File: src/rtl/sdcard_defs.svh
// ======================================================================
// SD card bus line coding
// Sizes of the CMD frame, the DAT lanes and the CRC16 phase
// ======================================================================

`ifndef SDCARD_DEFS_SVH
`define SDCARD_DEFS_SVH

// Number of DAT lines in 4-bit bus mode
`define SDCARD_DAT_LANES 4

// Start bit, direction, index and argument are all covered by CRC7
`define SDCARD_CMD_PAYLOAD_BITS 40
`define SDCARD_CMD_FRAME_BITS 48

// Width of each lane CRC and length of the CRC phase on DAT
`define SDCARD_CRC16_BITS 16

`endif

File: src/rtl/sdcard_cmd_pkg.sv
// ======================================================================
// SD card CMD line types
// Host command fields and the CRC7 value that closes a CMD frame
// ======================================================================

package sdcard_cmd_pkg;

    // One host command as it appears after the start bit
    // Field order follows the bit order on the line, MSB first
    typedef struct packed {
        // Transmission bit, 1 for host to card
        logic        dir;
        // Command index, CMD0 to CMD63
        logic [5:0]  index;
        // Command argument
        logic [31:0] arg;
    } sdcard_cmd_t;

    // CRC7 over the first 40 frame bits
    // Polynomial x^7 + x^3 + 1 with a zero start value
    typedef logic [6:0] sdcard_crc7_t;

endpackage : sdcard_cmd_pkg

File: src/rtl/sdcard_dat_pkg.sv
// ======================================================================
// SD card DAT line types
// Nibble on the four DAT lines, lane CRC16 and shared lane strobes
// ======================================================================

`include "sdcard_defs.svh"

package sdcard_dat_pkg;

    // One nibble across the DAT lines
    // Bit k is carried by lane k
    typedef logic [`SDCARD_DAT_LANES-1:0] sdcard_nibble_t;

    // CRC16 of one DAT lane
    // Polynomial x^16 + x^12 + x^5 + 1 with a zero start value
    typedef logic [`SDCARD_CRC16_BITS-1:0] sdcard_crc16_t;

    // Strobes shared by all lane CRC16 generators
    typedef struct packed {
        // Restart the CRC at the first nibble of a block
        logic clear;
        // Take one data bit into the CRC
        logic shift;
    } sdcard_lane_ctrl_t;

endpackage : sdcard_dat_pkg

File: src/rtl/sdcard_crc7.sv
// ======================================================================
// CMD line CRC7 generator
// Bit-serial x^7 + x^3 + 1 with a lookahead of the next register value
// ======================================================================

module sdcard_crc7
    import sdcard_cmd_pkg::*;
(
    input  logic         i_clk,
    input  logic         i_nrst,
    input  logic         i_clear,
    input  logic         i_next,
    input  logic         i_dat,
    output sdcard_crc7_t o_crc7
);

    sdcard_crc7_t crc_q;
    sdcard_crc7_t crc_shift;
    logic         fb;

    // Feedback is the outgoing MSB mixed with the new data bit
    assign fb = crc_q[6] ^ i_dat;

    // The feedback bit enters at bit 0 and is folded into bit 3
    assign crc_shift = {crc_q[5:3], crc_q[2] ^ fb, crc_q[1:0], fb};

    // The lookahead lets the framer take the final CRC
    // in the same cycle as the last payload bit
    assign o_crc7 = crc_shift;

    always_ff @(posedge i_clk or negedge i_nrst) begin
        if (!i_nrst) begin
            crc_q <= '0;
        end else if (i_clear) begin
            crc_q <= '0;
        end else if (i_next) begin
            crc_q <= crc_shift;
        end
    end

endmodule : sdcard_crc7

File: src/rtl/sdcard_crc16.sv
// ======================================================================
// DAT lane CRC16 generator
// Bit-serial x^16 + x^12 + x^5 + 1 for one DAT line
// ======================================================================

module sdcard_crc16
    import sdcard_dat_pkg::*;
(
    input  logic              i_clk,
    input  logic              i_nrst,
    input  sdcard_lane_ctrl_t i_ctrl,
    input  logic              i_dat,
    output sdcard_crc16_t     o_crc16
);

    sdcard_crc16_t crc_q;
    sdcard_crc16_t crc_base;
    sdcard_crc16_t crc_shift;
    logic          fb;

    // A clear that comes with a shift restarts from zero
    // so the first bit of a new block is not lost
    assign crc_base = i_ctrl.clear ? '0 : crc_q;

    assign fb = crc_base[15] ^ i_dat;

    // Feedback enters at bit 0 and is folded into bits 5 and 12
    assign crc_shift = {crc_base[14:12], crc_base[11] ^ fb,
                        crc_base[10:5], crc_base[4] ^ fb,
                        crc_base[3:0], fb};

    always_ff @(posedge i_clk or negedge i_nrst) begin
        if (!i_nrst) begin
            crc_q <= '0;
        end else if (i_ctrl.shift) begin
            crc_q <= crc_shift;
        end else if (i_ctrl.clear) begin
            crc_q <= '0;
        end
    end

    // The collector reads the register once the last bit is in
    assign o_crc16 = crc_q;

endmodule : sdcard_crc16

File: src/rtl/sdcard_cmd_framer.sv
// ======================================================================
// CMD line framer
// Sends start bit, command, CRC7 and end bit as one 48-bit frame
// ======================================================================

`include "sdcard_defs.svh"

module sdcard_cmd_framer
    import sdcard_cmd_pkg::*;
(
    input  logic         i_clk,
    input  logic         i_nrst,
    input  logic         i_cmd_start,
    input  sdcard_cmd_t  i_cmd,
    input  sdcard_crc7_t i_crc7,
    output logic         o_crc_clear,
    output logic         o_crc_next,
    output logic         o_crc_dat,
    output logic         o_cmd_line,
    output logic         o_cmd_busy,
    output logic         o_cmd_done
);

    localparam int PAYLOAD = `SDCARD_CMD_PAYLOAD_BITS;
    localparam int FRAME   = `SDCARD_CMD_FRAME_BITS;
    localparam int CNT_W   = $clog2(FRAME);
    // Ones that follow the CRC in the shift register, the first is the end bit
    localparam int FILL    = PAYLOAD - $bits(sdcard_crc7_t);

    logic [PAYLOAD-1:0] shift_q;
    logic [CNT_W-1:0]   bit_cnt_q;
    logic               busy_q;
    logic               done_q;
    logic               start_ok;
    logic               last_payload;
    logic               last_bit;

    // Starts that arrive during a frame are dropped
    assign start_ok = i_cmd_start && !busy_q;

    assign last_payload = busy_q && (bit_cnt_q == CNT_W'(PAYLOAD - 1));
    assign last_bit     = busy_q && (bit_cnt_q == CNT_W'(FRAME - 1));

    always_ff @(posedge i_clk or negedge i_nrst) begin
        if (!i_nrst) begin
            shift_q   <= '1;
            bit_cnt_q <= '0;
            busy_q    <= 1'b0;
            done_q    <= 1'b0;
        end else begin
            done_q <= last_bit;
            if (start_ok) begin
                // Start bit 0 goes out first, ahead of the command fields
                shift_q   <= {1'b0, i_cmd};
                bit_cnt_q <= '0;
                busy_q    <= 1'b1;
            end else if (busy_q) begin
                if (last_payload) begin
                    // Swap in the CRC once the fortieth bit is on the line
                    shift_q <= {i_crc7, {FILL{1'b1}}};
                end else begin
                    shift_q <= {shift_q[PAYLOAD-2:0], 1'b1};
                end
                bit_cnt_q <= last_bit ? '0 : bit_cnt_q + 1'b1;
                busy_q    <= !last_bit;
            end
        end
    end

    // The line follows the shift register MSB and rests high between frames
    assign o_cmd_line = shift_q[PAYLOAD-1];
    assign o_cmd_busy = busy_q;
    assign o_cmd_done = done_q;

    // Each payload bit enters the CRC while it is on the line
    assign o_crc_clear = start_ok;
    assign o_crc_next  = busy_q && (bit_cnt_q < CNT_W'(PAYLOAD));
    assign o_crc_dat   = shift_q[PAYLOAD-1];

    // The host waits for the frame to end before it starts another
    a_no_start_when_busy : assert property (
        @(posedge i_clk) disable iff (!i_nrst) i_cmd_start |-> !busy_q);

    // An accepted start always ends in done after the whole frame
    a_done_after_frame : assert property (
        @(posedge i_clk) disable iff (!i_nrst) start_ok |-> ##(FRAME + 1) done_q);

endmodule : sdcard_cmd_framer

File: src/rtl/sdcard_dat_splitter.sv
// ======================================================================
// DAT byte splitter
// Breaks each byte into two nibbles and drives the lane CRC strobes
// ======================================================================

`include "sdcard_defs.svh"

module sdcard_dat_splitter
    import sdcard_dat_pkg::*;
(
    input  logic              i_clk,
    input  logic              i_nrst,
    input  logic              i_dat_valid,
    input  logic [7:0]        i_dat_byte,
    input  logic              i_dat_last,
    output logic              o_dat_ready,
    output sdcard_lane_ctrl_t o_lane_ctrl,
    output sdcard_nibble_t    o_nibble,
    output logic              o_nibble_valid,
    output logic              o_block_end
);

    // Block end pulse, 16 CRC nibbles and the end nibble in the collector
    localparam int TAIL   = `SDCARD_CRC16_BITS + 1;
    localparam int TAIL_W = $clog2(TAIL);

    sdcard_nibble_t    low_q;
    logic              low_pend_q;
    logic              last_q;
    logic              first_q;
    logic              tail_q;
    logic [TAIL_W-1:0] tail_cnt_q;
    logic              block_end_q;
    logic              accept;

    // Busy with the low nibble, or waiting out the CRC tail of a block
    assign o_dat_ready = !low_pend_q && !tail_q;
    assign accept      = i_dat_valid && o_dat_ready;

    // High nibble passes straight through, low nibble comes one cycle later
    assign o_nibble       = low_pend_q ? low_q : i_dat_byte[7:4];
    assign o_nibble_valid = accept || low_pend_q;

    always_comb begin
        o_lane_ctrl.shift = o_nibble_valid;
        // Lanes restart on the first nibble of a block
        o_lane_ctrl.clear = accept && first_q;
    end

    always_ff @(posedge i_clk) begin
        if (accept) begin
            low_q <= i_dat_byte[3:0];
        end
    end

    always_ff @(posedge i_clk or negedge i_nrst) begin
        if (!i_nrst) begin
            low_pend_q  <= 1'b0;
            last_q      <= 1'b0;
            first_q     <= 1'b1;
            tail_q      <= 1'b0;
            tail_cnt_q  <= '0;
            block_end_q <= 1'b0;
        end else begin
            low_pend_q  <= accept;
            // Lane CRCs hold the whole block one cycle after the last low nibble
            block_end_q <= low_pend_q && last_q;
            if (accept) begin
                last_q  <= i_dat_last;
                first_q <= i_dat_last;
            end
            if (low_pend_q && last_q) begin
                tail_q     <= 1'b1;
                tail_cnt_q <= '0;
            end else if (tail_q) begin
                tail_q     <= (tail_cnt_q != TAIL_W'(TAIL - 1));
                tail_cnt_q <= tail_cnt_q + 1'b1;
            end
        end
    end

    assign o_block_end = block_end_q;

    // Bytes only come when the splitter is ready for them
    a_no_byte_when_busy : assert property (
        @(posedge i_clk) disable iff (!i_nrst) i_dat_valid |-> o_dat_ready);

endmodule : sdcard_dat_splitter

File: src/rtl/sdcard_dat_collector.sv
// ======================================================================
// DAT line collector
// Puts data nibbles, then all lane CRC16s, then the end nibble on DAT
// ======================================================================

`include "sdcard_defs.svh"

module sdcard_dat_collector
    import sdcard_dat_pkg::*;
(
    input  logic                                   i_clk,
    input  logic                                   i_nrst,
    input  logic                                   i_nibble_valid,
    input  sdcard_nibble_t                         i_nibble,
    input  logic                                   i_block_end,
    input  sdcard_crc16_t [`SDCARD_DAT_LANES-1:0]  i_lane_crc,
    output sdcard_nibble_t                         o_dat_lines,
    output logic                                   o_dat_busy,
    output logic                                   o_dat_done
);

    localparam int LANES = `SDCARD_DAT_LANES;
    localparam int CRC_W = `SDCARD_CRC16_BITS;
    localparam int CNT_W = $clog2(CRC_W);

    sdcard_crc16_t [LANES-1:0] crc_sr_q;
    sdcard_nibble_t            lines_q;
    sdcard_nibble_t            load_msb;
    sdcard_nibble_t            sr_msb;
    logic [CNT_W-1:0]          crc_cnt_q;
    logic                      crc_phase_q;
    logic                      crc_last;
    logic                      busy_q;
    logic                      done_q;

    // Gather the MSB of every lane into one nibble
    always_comb begin
        for (int k = 0; k < LANES; k++) begin
            load_msb[k] = i_lane_crc[k][CRC_W-1];
            sr_msb[k]   = crc_sr_q[k][CRC_W-1];
        end
    end

    assign crc_last = crc_phase_q && (crc_cnt_q == CNT_W'(CRC_W - 1));

    // The MSB goes straight to the lines at load, the rest waits in the shifters
    always_ff @(posedge i_clk) begin
        for (int k = 0; k < LANES; k++) begin
            if (i_block_end) begin
                crc_sr_q[k] <= i_lane_crc[k] << 1;
            end else if (crc_phase_q) begin
                crc_sr_q[k] <= crc_sr_q[k] << 1;
            end
        end
    end

    always_ff @(posedge i_clk or negedge i_nrst) begin
        if (!i_nrst) begin
            lines_q     <= '1;
            crc_cnt_q   <= '0;
            crc_phase_q <= 1'b0;
            busy_q      <= 1'b0;
            done_q      <= 1'b0;
        end else begin
            done_q <= crc_last;
            if (i_nibble_valid) begin
                lines_q <= i_nibble;
            end else if (i_block_end) begin
                lines_q     <= load_msb;
                crc_cnt_q   <= '0;
                crc_phase_q <= 1'b1;
            end else if (crc_phase_q) begin
                // After the sixteenth CRC nibble every lane sends its end bit
                lines_q     <= crc_last ? '1 : sr_msb;
                crc_cnt_q   <= crc_cnt_q + 1'b1;
                crc_phase_q <= !crc_last;
            end else begin
                lines_q <= '1;
            end
            // Busy covers the block from its first nibble through the end nibble
            if (i_nibble_valid || i_block_end) begin
                busy_q <= 1'b1;
            end else if (done_q) begin
                busy_q <= 1'b0;
            end
        end
    end

    assign o_dat_lines = lines_q;
    assign o_dat_busy  = busy_q;
    assign o_dat_done  = done_q;

    // The splitter holds off new bytes for the whole CRC tail
    a_no_nibble_in_crc : assert property (
        @(posedge i_clk) disable iff (!i_nrst) i_nibble_valid |-> !crc_phase_q);

endmodule : sdcard_dat_collector

File: src/rtl/sdcard_bus_crc_top.sv
// ======================================================================
// SD card bus line coding top level
// CMD framer with CRC7, DAT splitter, lane CRC16s and DAT collector
// ======================================================================

`include "sdcard_defs.svh"

module sdcard_bus_crc_top
    import sdcard_cmd_pkg::*;
    import sdcard_dat_pkg::*;
(
    input  logic           i_clk,
    input  logic           i_nrst,
    input  logic           i_cmd_start,
    input  sdcard_cmd_t    i_cmd,
    input  logic           i_dat_valid,
    input  logic [7:0]     i_dat_byte,
    input  logic           i_dat_last,
    output logic           o_cmd_line,
    output logic           o_cmd_busy,
    output logic           o_cmd_done,
    output logic           o_dat_ready,
    output sdcard_nibble_t o_dat_lines,
    output logic           o_dat_busy,
    output logic           o_dat_done
);

    logic                                  crc_clear;
    logic                                  crc_next;
    logic                                  crc_dat;
    sdcard_crc7_t                          crc7;
    sdcard_lane_ctrl_t                     lane_ctrl;
    sdcard_nibble_t                        nibble;
    logic                                  nibble_valid;
    logic                                  block_end;
    sdcard_crc16_t [`SDCARD_DAT_LANES-1:0] lane_crc;

    // CMD path
    sdcard_cmd_framer u_cmd_framer (
        .i_clk       (i_clk),
        .i_nrst      (i_nrst),
        .i_cmd_start (i_cmd_start),
        .i_cmd       (i_cmd),
        .i_crc7      (crc7),
        .o_crc_clear (crc_clear),
        .o_crc_next  (crc_next),
        .o_crc_dat   (crc_dat),
        .o_cmd_line  (o_cmd_line),
        .o_cmd_busy  (o_cmd_busy),
        .o_cmd_done  (o_cmd_done)
    );

    sdcard_crc7 u_crc7 (
        .i_clk   (i_clk),
        .i_nrst  (i_nrst),
        .i_clear (crc_clear),
        .i_next  (crc_next),
        .i_dat   (crc_dat),
        .o_crc7  (crc7)
    );

    // DAT path
    sdcard_dat_splitter u_dat_splitter (
        .i_clk          (i_clk),
        .i_nrst         (i_nrst),
        .i_dat_valid    (i_dat_valid),
        .i_dat_byte     (i_dat_byte),
        .i_dat_last     (i_dat_last),
        .o_dat_ready    (o_dat_ready),
        .o_lane_ctrl    (lane_ctrl),
        .o_nibble       (nibble),
        .o_nibble_valid (nibble_valid),
        .o_block_end    (block_end)
    );

    // Every lane shares the strobes and takes its own bit of the nibble
    for (genvar k = 0; k < `SDCARD_DAT_LANES; k++) begin : g_lane
        sdcard_crc16 u_crc16 (
            .i_clk   (i_clk),
            .i_nrst  (i_nrst),
            .i_ctrl  (lane_ctrl),
            .i_dat   (nibble[k]),
            .o_crc16 (lane_crc[k])
        );
    end

    sdcard_dat_collector u_dat_collector (
        .i_clk          (i_clk),
        .i_nrst         (i_nrst),
        .i_nibble_valid (nibble_valid),
        .i_nibble       (nibble),
        .i_block_end    (block_end),
        .i_lane_crc     (lane_crc),
        .o_dat_lines    (o_dat_lines),
        .o_dat_busy     (o_dat_busy),
        .o_dat_done     (o_dat_done)
    );

endmodule : sdcard_bus_crc_top

File: config.mk
export PLATFORM = sky130hd
export DESIGN_NAME = sdcard_bus_crc_top
export DESIGN_NICKNAME = d
export VERILOG_FILES = /design/src/rtl/sdcard_cmd_pkg.sv /design/src/rtl/sdcard_dat_pkg.sv /design/src/rtl/sdcard_crc7.sv /design/src/rtl/sdcard_crc16.sv /design/src/rtl/sdcard_cmd_framer.sv /design/src/rtl/sdcard_dat_splitter.sv /design/src/rtl/sdcard_dat_collector.sv /design/src/rtl/sdcard_bus_crc_top.sv
export VERILOG_INCLUDE_DIRS = /design/src /design/src/rtl
export SDC_FILE = /design/constraint.sdc
export NUM_CORES = 1
export LEC_CHECK = 0
export ABC_CLOCK_PERIOD_IN_PS = 4250
export BUFFER_PORTS_ARGS = -buffer_cell sky130_fd_sc_hd__buf_2
export CAP_MARGIN = 40
export CORE_ASPECT_RATIO = 0.75
export CORE_UTILIZATION = 65
export CTS_CLUSTER_SIZE = 40
export DETAILED_ROUTE_END_ITERATION = 10
export HOLD_SLACK_MARGIN = 0.08
export PLACE_DENSITY = 0.84
export SETUP_SLACK_MARGIN = 0.4
export SLEW_MARGIN = 15
export SYNTH_ARGS = -nofsm -noshare
export SYNTH_HDL_FRONTEND = slang
export SYNTH_SLANG_ARGS = --single-unit
File: constraint.sdc
create_clock -name i_clk -period 4.25 [get_ports i_clk]
set_input_delay 1.0625 -clock i_clk [delete_from_list [all_inputs] [get_ports i_clk]]
set_output_delay 1.0625 -clock i_clk [all_outputs]
set_load 0.02 [all_outputs]
==> out/metrics.cfg <==
[logic_synthesis]
synthCells=810
synth_top_cell_by_area=dfrtp_1
synthArstFlopShare_pct=68.6
synth_edf_count=64
avgSynthCellArea_um2=11.9
synth_top_area_share_pct=24.7
ys_seq_elements=204
syn-cell-area_um2=9610
ys.flop_type=dfrtp_1
yosys_warnings=0
syn-num-nets=866
ys_seq_area_share_pct=57.0
synth.area.top_cells=dfrtp_1 (25%), edfxtp_1 (20%), dfstp_2 (12%)
synth.distinct_cells=58

[worst_setup_path]
cp_data_required_time_ns=3.19
cp_cell_sequence=buf_2
max_stage_delay_ns=0.65
endpoint_kind=output port
cp_slowest_cell=dfrtp_1
crit_family=flip-flops
cp.arrival_ns=1.39
crit_path_start_kind=flip-flop
worstPathBufferInverterCount=1
crit_type=flip-flop to output port
crit_fanout=16

[pwr]
vdd.ir_drop.worst_v=0.000517
p_leak_uw=0.00418
power.density_nw_per_um2=666

[routing]
routed_wl_mm=20.2
ant_nets=0
vias=6744
drc=0
first_pass_iters=5
drt_iter0_drc=685
viasPerCell=6.46
wl_per_cell_um=19.3

[placement]
post-place-ws_ns=1.59
dp_hpwl_mm=11.9
port_buffers=61
gp_congestion=0.806

[floorplanning]
fp.coreArea_um2=14500
pin_count=62
dieArea_um2=15300
die_y_um=107
die_x_um=142
rows=38
start_util_pct=66.5

[timing]
fin_ws_ns=1.79
fmax_mhz=407
relSlewSlack_pct=39.1
final_hold_viol_count=0
period_share_pct=57.8
tns_ns=0
rsz0062_at_grt=no
slew_viol_final=0
worst_slew_pin_slew_ns=0.914
finalClockSkew_ns=0.00873
min_period_ns=2.46
setup_viol=0

[layout]
drive_gt1_share_pct=27.7
layout_common_cells=dfrtp_1 (93), a21oi_1 (78), mux2_2 (66), edfxtp_1 (64), buf_2 (60)
antenna_cells=0
area_growth_pct=10.6
final_common_cell=dfrtp_1
fin_nets=886

[global_routing]
grt_pass1_wl_mm=33.3
grt_usage_pct=27.3
antenna_found_initial=0
overflow=0
grt_max_degree=87
grt_pass1_vias=6688

[cts]
clk_pin_slew_ns=0.06
numCtsBuffers=20
cts-htree-levels=1
ctsHoldBuffers=0
cts_tree=yes
clk_latency_ns=0.49
post_cts_resized=0
root_buffer=clkbuf_16
cts.path.max_buffers=3
cts_sinks=204
cts_setup_buffers=0

[run]
cap_violations=0

[min_path]
holdCritPathClass=input pin to asynchronous set/reset pin

[run_status]
status=finished clean

## sequential cells by signal, summed over array words and instances, names as in the netlist
name,count
u_cmd_framer.o_cmd_busy,1
u_cmd_framer.bit_cnt_q,6
u_dat_collector.o_dat_lines,4
u_dat_collector.crc_sr_q,60
u_dat_splitter.low_pend_q,1
u_dat_splitter.tail_cnt_q,5
u_dat_collector.o_dat_busy,1
u_dat_splitter.first_q,1
u_dat_collector.o_dat_done,1
u_dat_splitter.low_q,4
u_crc7.crc_q,7
g_lane.u_crc16.o_crc16,64
u_dat_splitter.o_block_end,1
u_cmd_framer.o_cmd_done,1
u_dat_collector.crc_phase_q,1
u_cmd_framer.shift_q,40
u_dat_splitter.tail_q,1
u_dat_splitter.last_q,1
u_dat_collector.crc_cnt_q,4
## through the flow
step	utilization, %	hold slack [ns]	instances	power [µW]	area [µm²]
5_1_grt	73.5	0.343	1044	7410	10600
2_1_floorplan	-	0.450	810	4740	9610
4_1_cts	73.3	0.483	1043	7080	10600
3_5_place_dp	68.8	0.469	1007	5280	9950
3_3_place_gp	68.3	0.459	1004	5080	9870
6_report	73.5	0.354	1044	7070	10600
## final timing paths
path | start | to | slack, ns | depth (start not counted)
setup / recovery | u_cmd_framer.o_cmd_busy$_DFF_PN0_ | o_cmd_busy | 1.79 | 1
setup reg to reg | u_dat_splitter.tail_q$_DFF_PN0_ | g_lane[3].u_crc16.o_crc16[12]$_DFF_PN0_ | 2.01 | 4
min in group i_clk | u_dat_splitter.last_q$_DFFE_PN0P_ | u_dat_splitter.last_q$_DFFE_PN0P_ | 0.48 | 1
hold / removal | i_nrst | u_crc7.crc_q[6]$_DFFE_PN0P_ | 0.35 | 1
hold reg to reg | u_dat_splitter.last_q$_DFFE_PN0P_ | u_dat_splitter.last_q$_DFFE_PN0P_ | 0.48 | 1
max in group asynchronous | i_nrst | u_dat_collector.o_dat_lines[0]$_DFF_PN1_ | 3.26 | 2
## cell usage after synthesis, drive strengths merged (6+ instances only)
cell and n:
and2 7, nand2 35, o221a 12, o21ai 68, dfrtp 95, nor2 17
inv 13, xnor2 11, nor3 9, buf 59, a211oi 37, o211ai 6
nand3 59, mux2i 49, edfxtp 64, clkbuf 17, a21oi 78, mux2 73
dfstp 45
## layer usage
metal	global-route usage, %	part of all wire [%]	up-vias
met3	4.05	5.7	43
met2	43.8	48	262
met1	39.0	44	3390
met4	7.83	2.1	0
li1	-	-	3049
met5	0	0	-
## power breakdown
| part | switching [µW] | internal [µW] |
|---|---|---|
| clock | 712 | 1050 |
| combinational | 1100 | 872 |
| sequential | 445 | 2900 |
| total | 2260 | 4820 |
## cell type report
| class | count | area, µm² |
|---|---|---|
| Clock inverter | 6 | 78.8 |
| Multi-Input combinational cell | 517 | 3690 |
| Clock buffer | 30 | 569 |
| Sequential cell | 204 | 5480 |
| Inverter | 13 | 48.8 |
| Fill cell | 944 | 3830 |
| Tap cell | 200 | 250 |
| Timing Repair Buffer | 74 | 507 |
## cells by family (layout without fill, tap and decap cells)
kind of cell | after synthesis | count (layout) | share of synthesized area, %
buffers and inverters | 89 | 123 | 4.67
AOI/OAI and AO/OA | 223 | 223 | 14.7
DFF | 204 | 204 | 57.0
and+or+nand+nor | 153 | 153 | 8.01
xor gates and xnor gates | 15 | 15 | 1.37
muxes | 122 | 122 | 13.7
adders and majority gates | 4 | 4 | 0.521
Power figures use the tool's default switching activity.
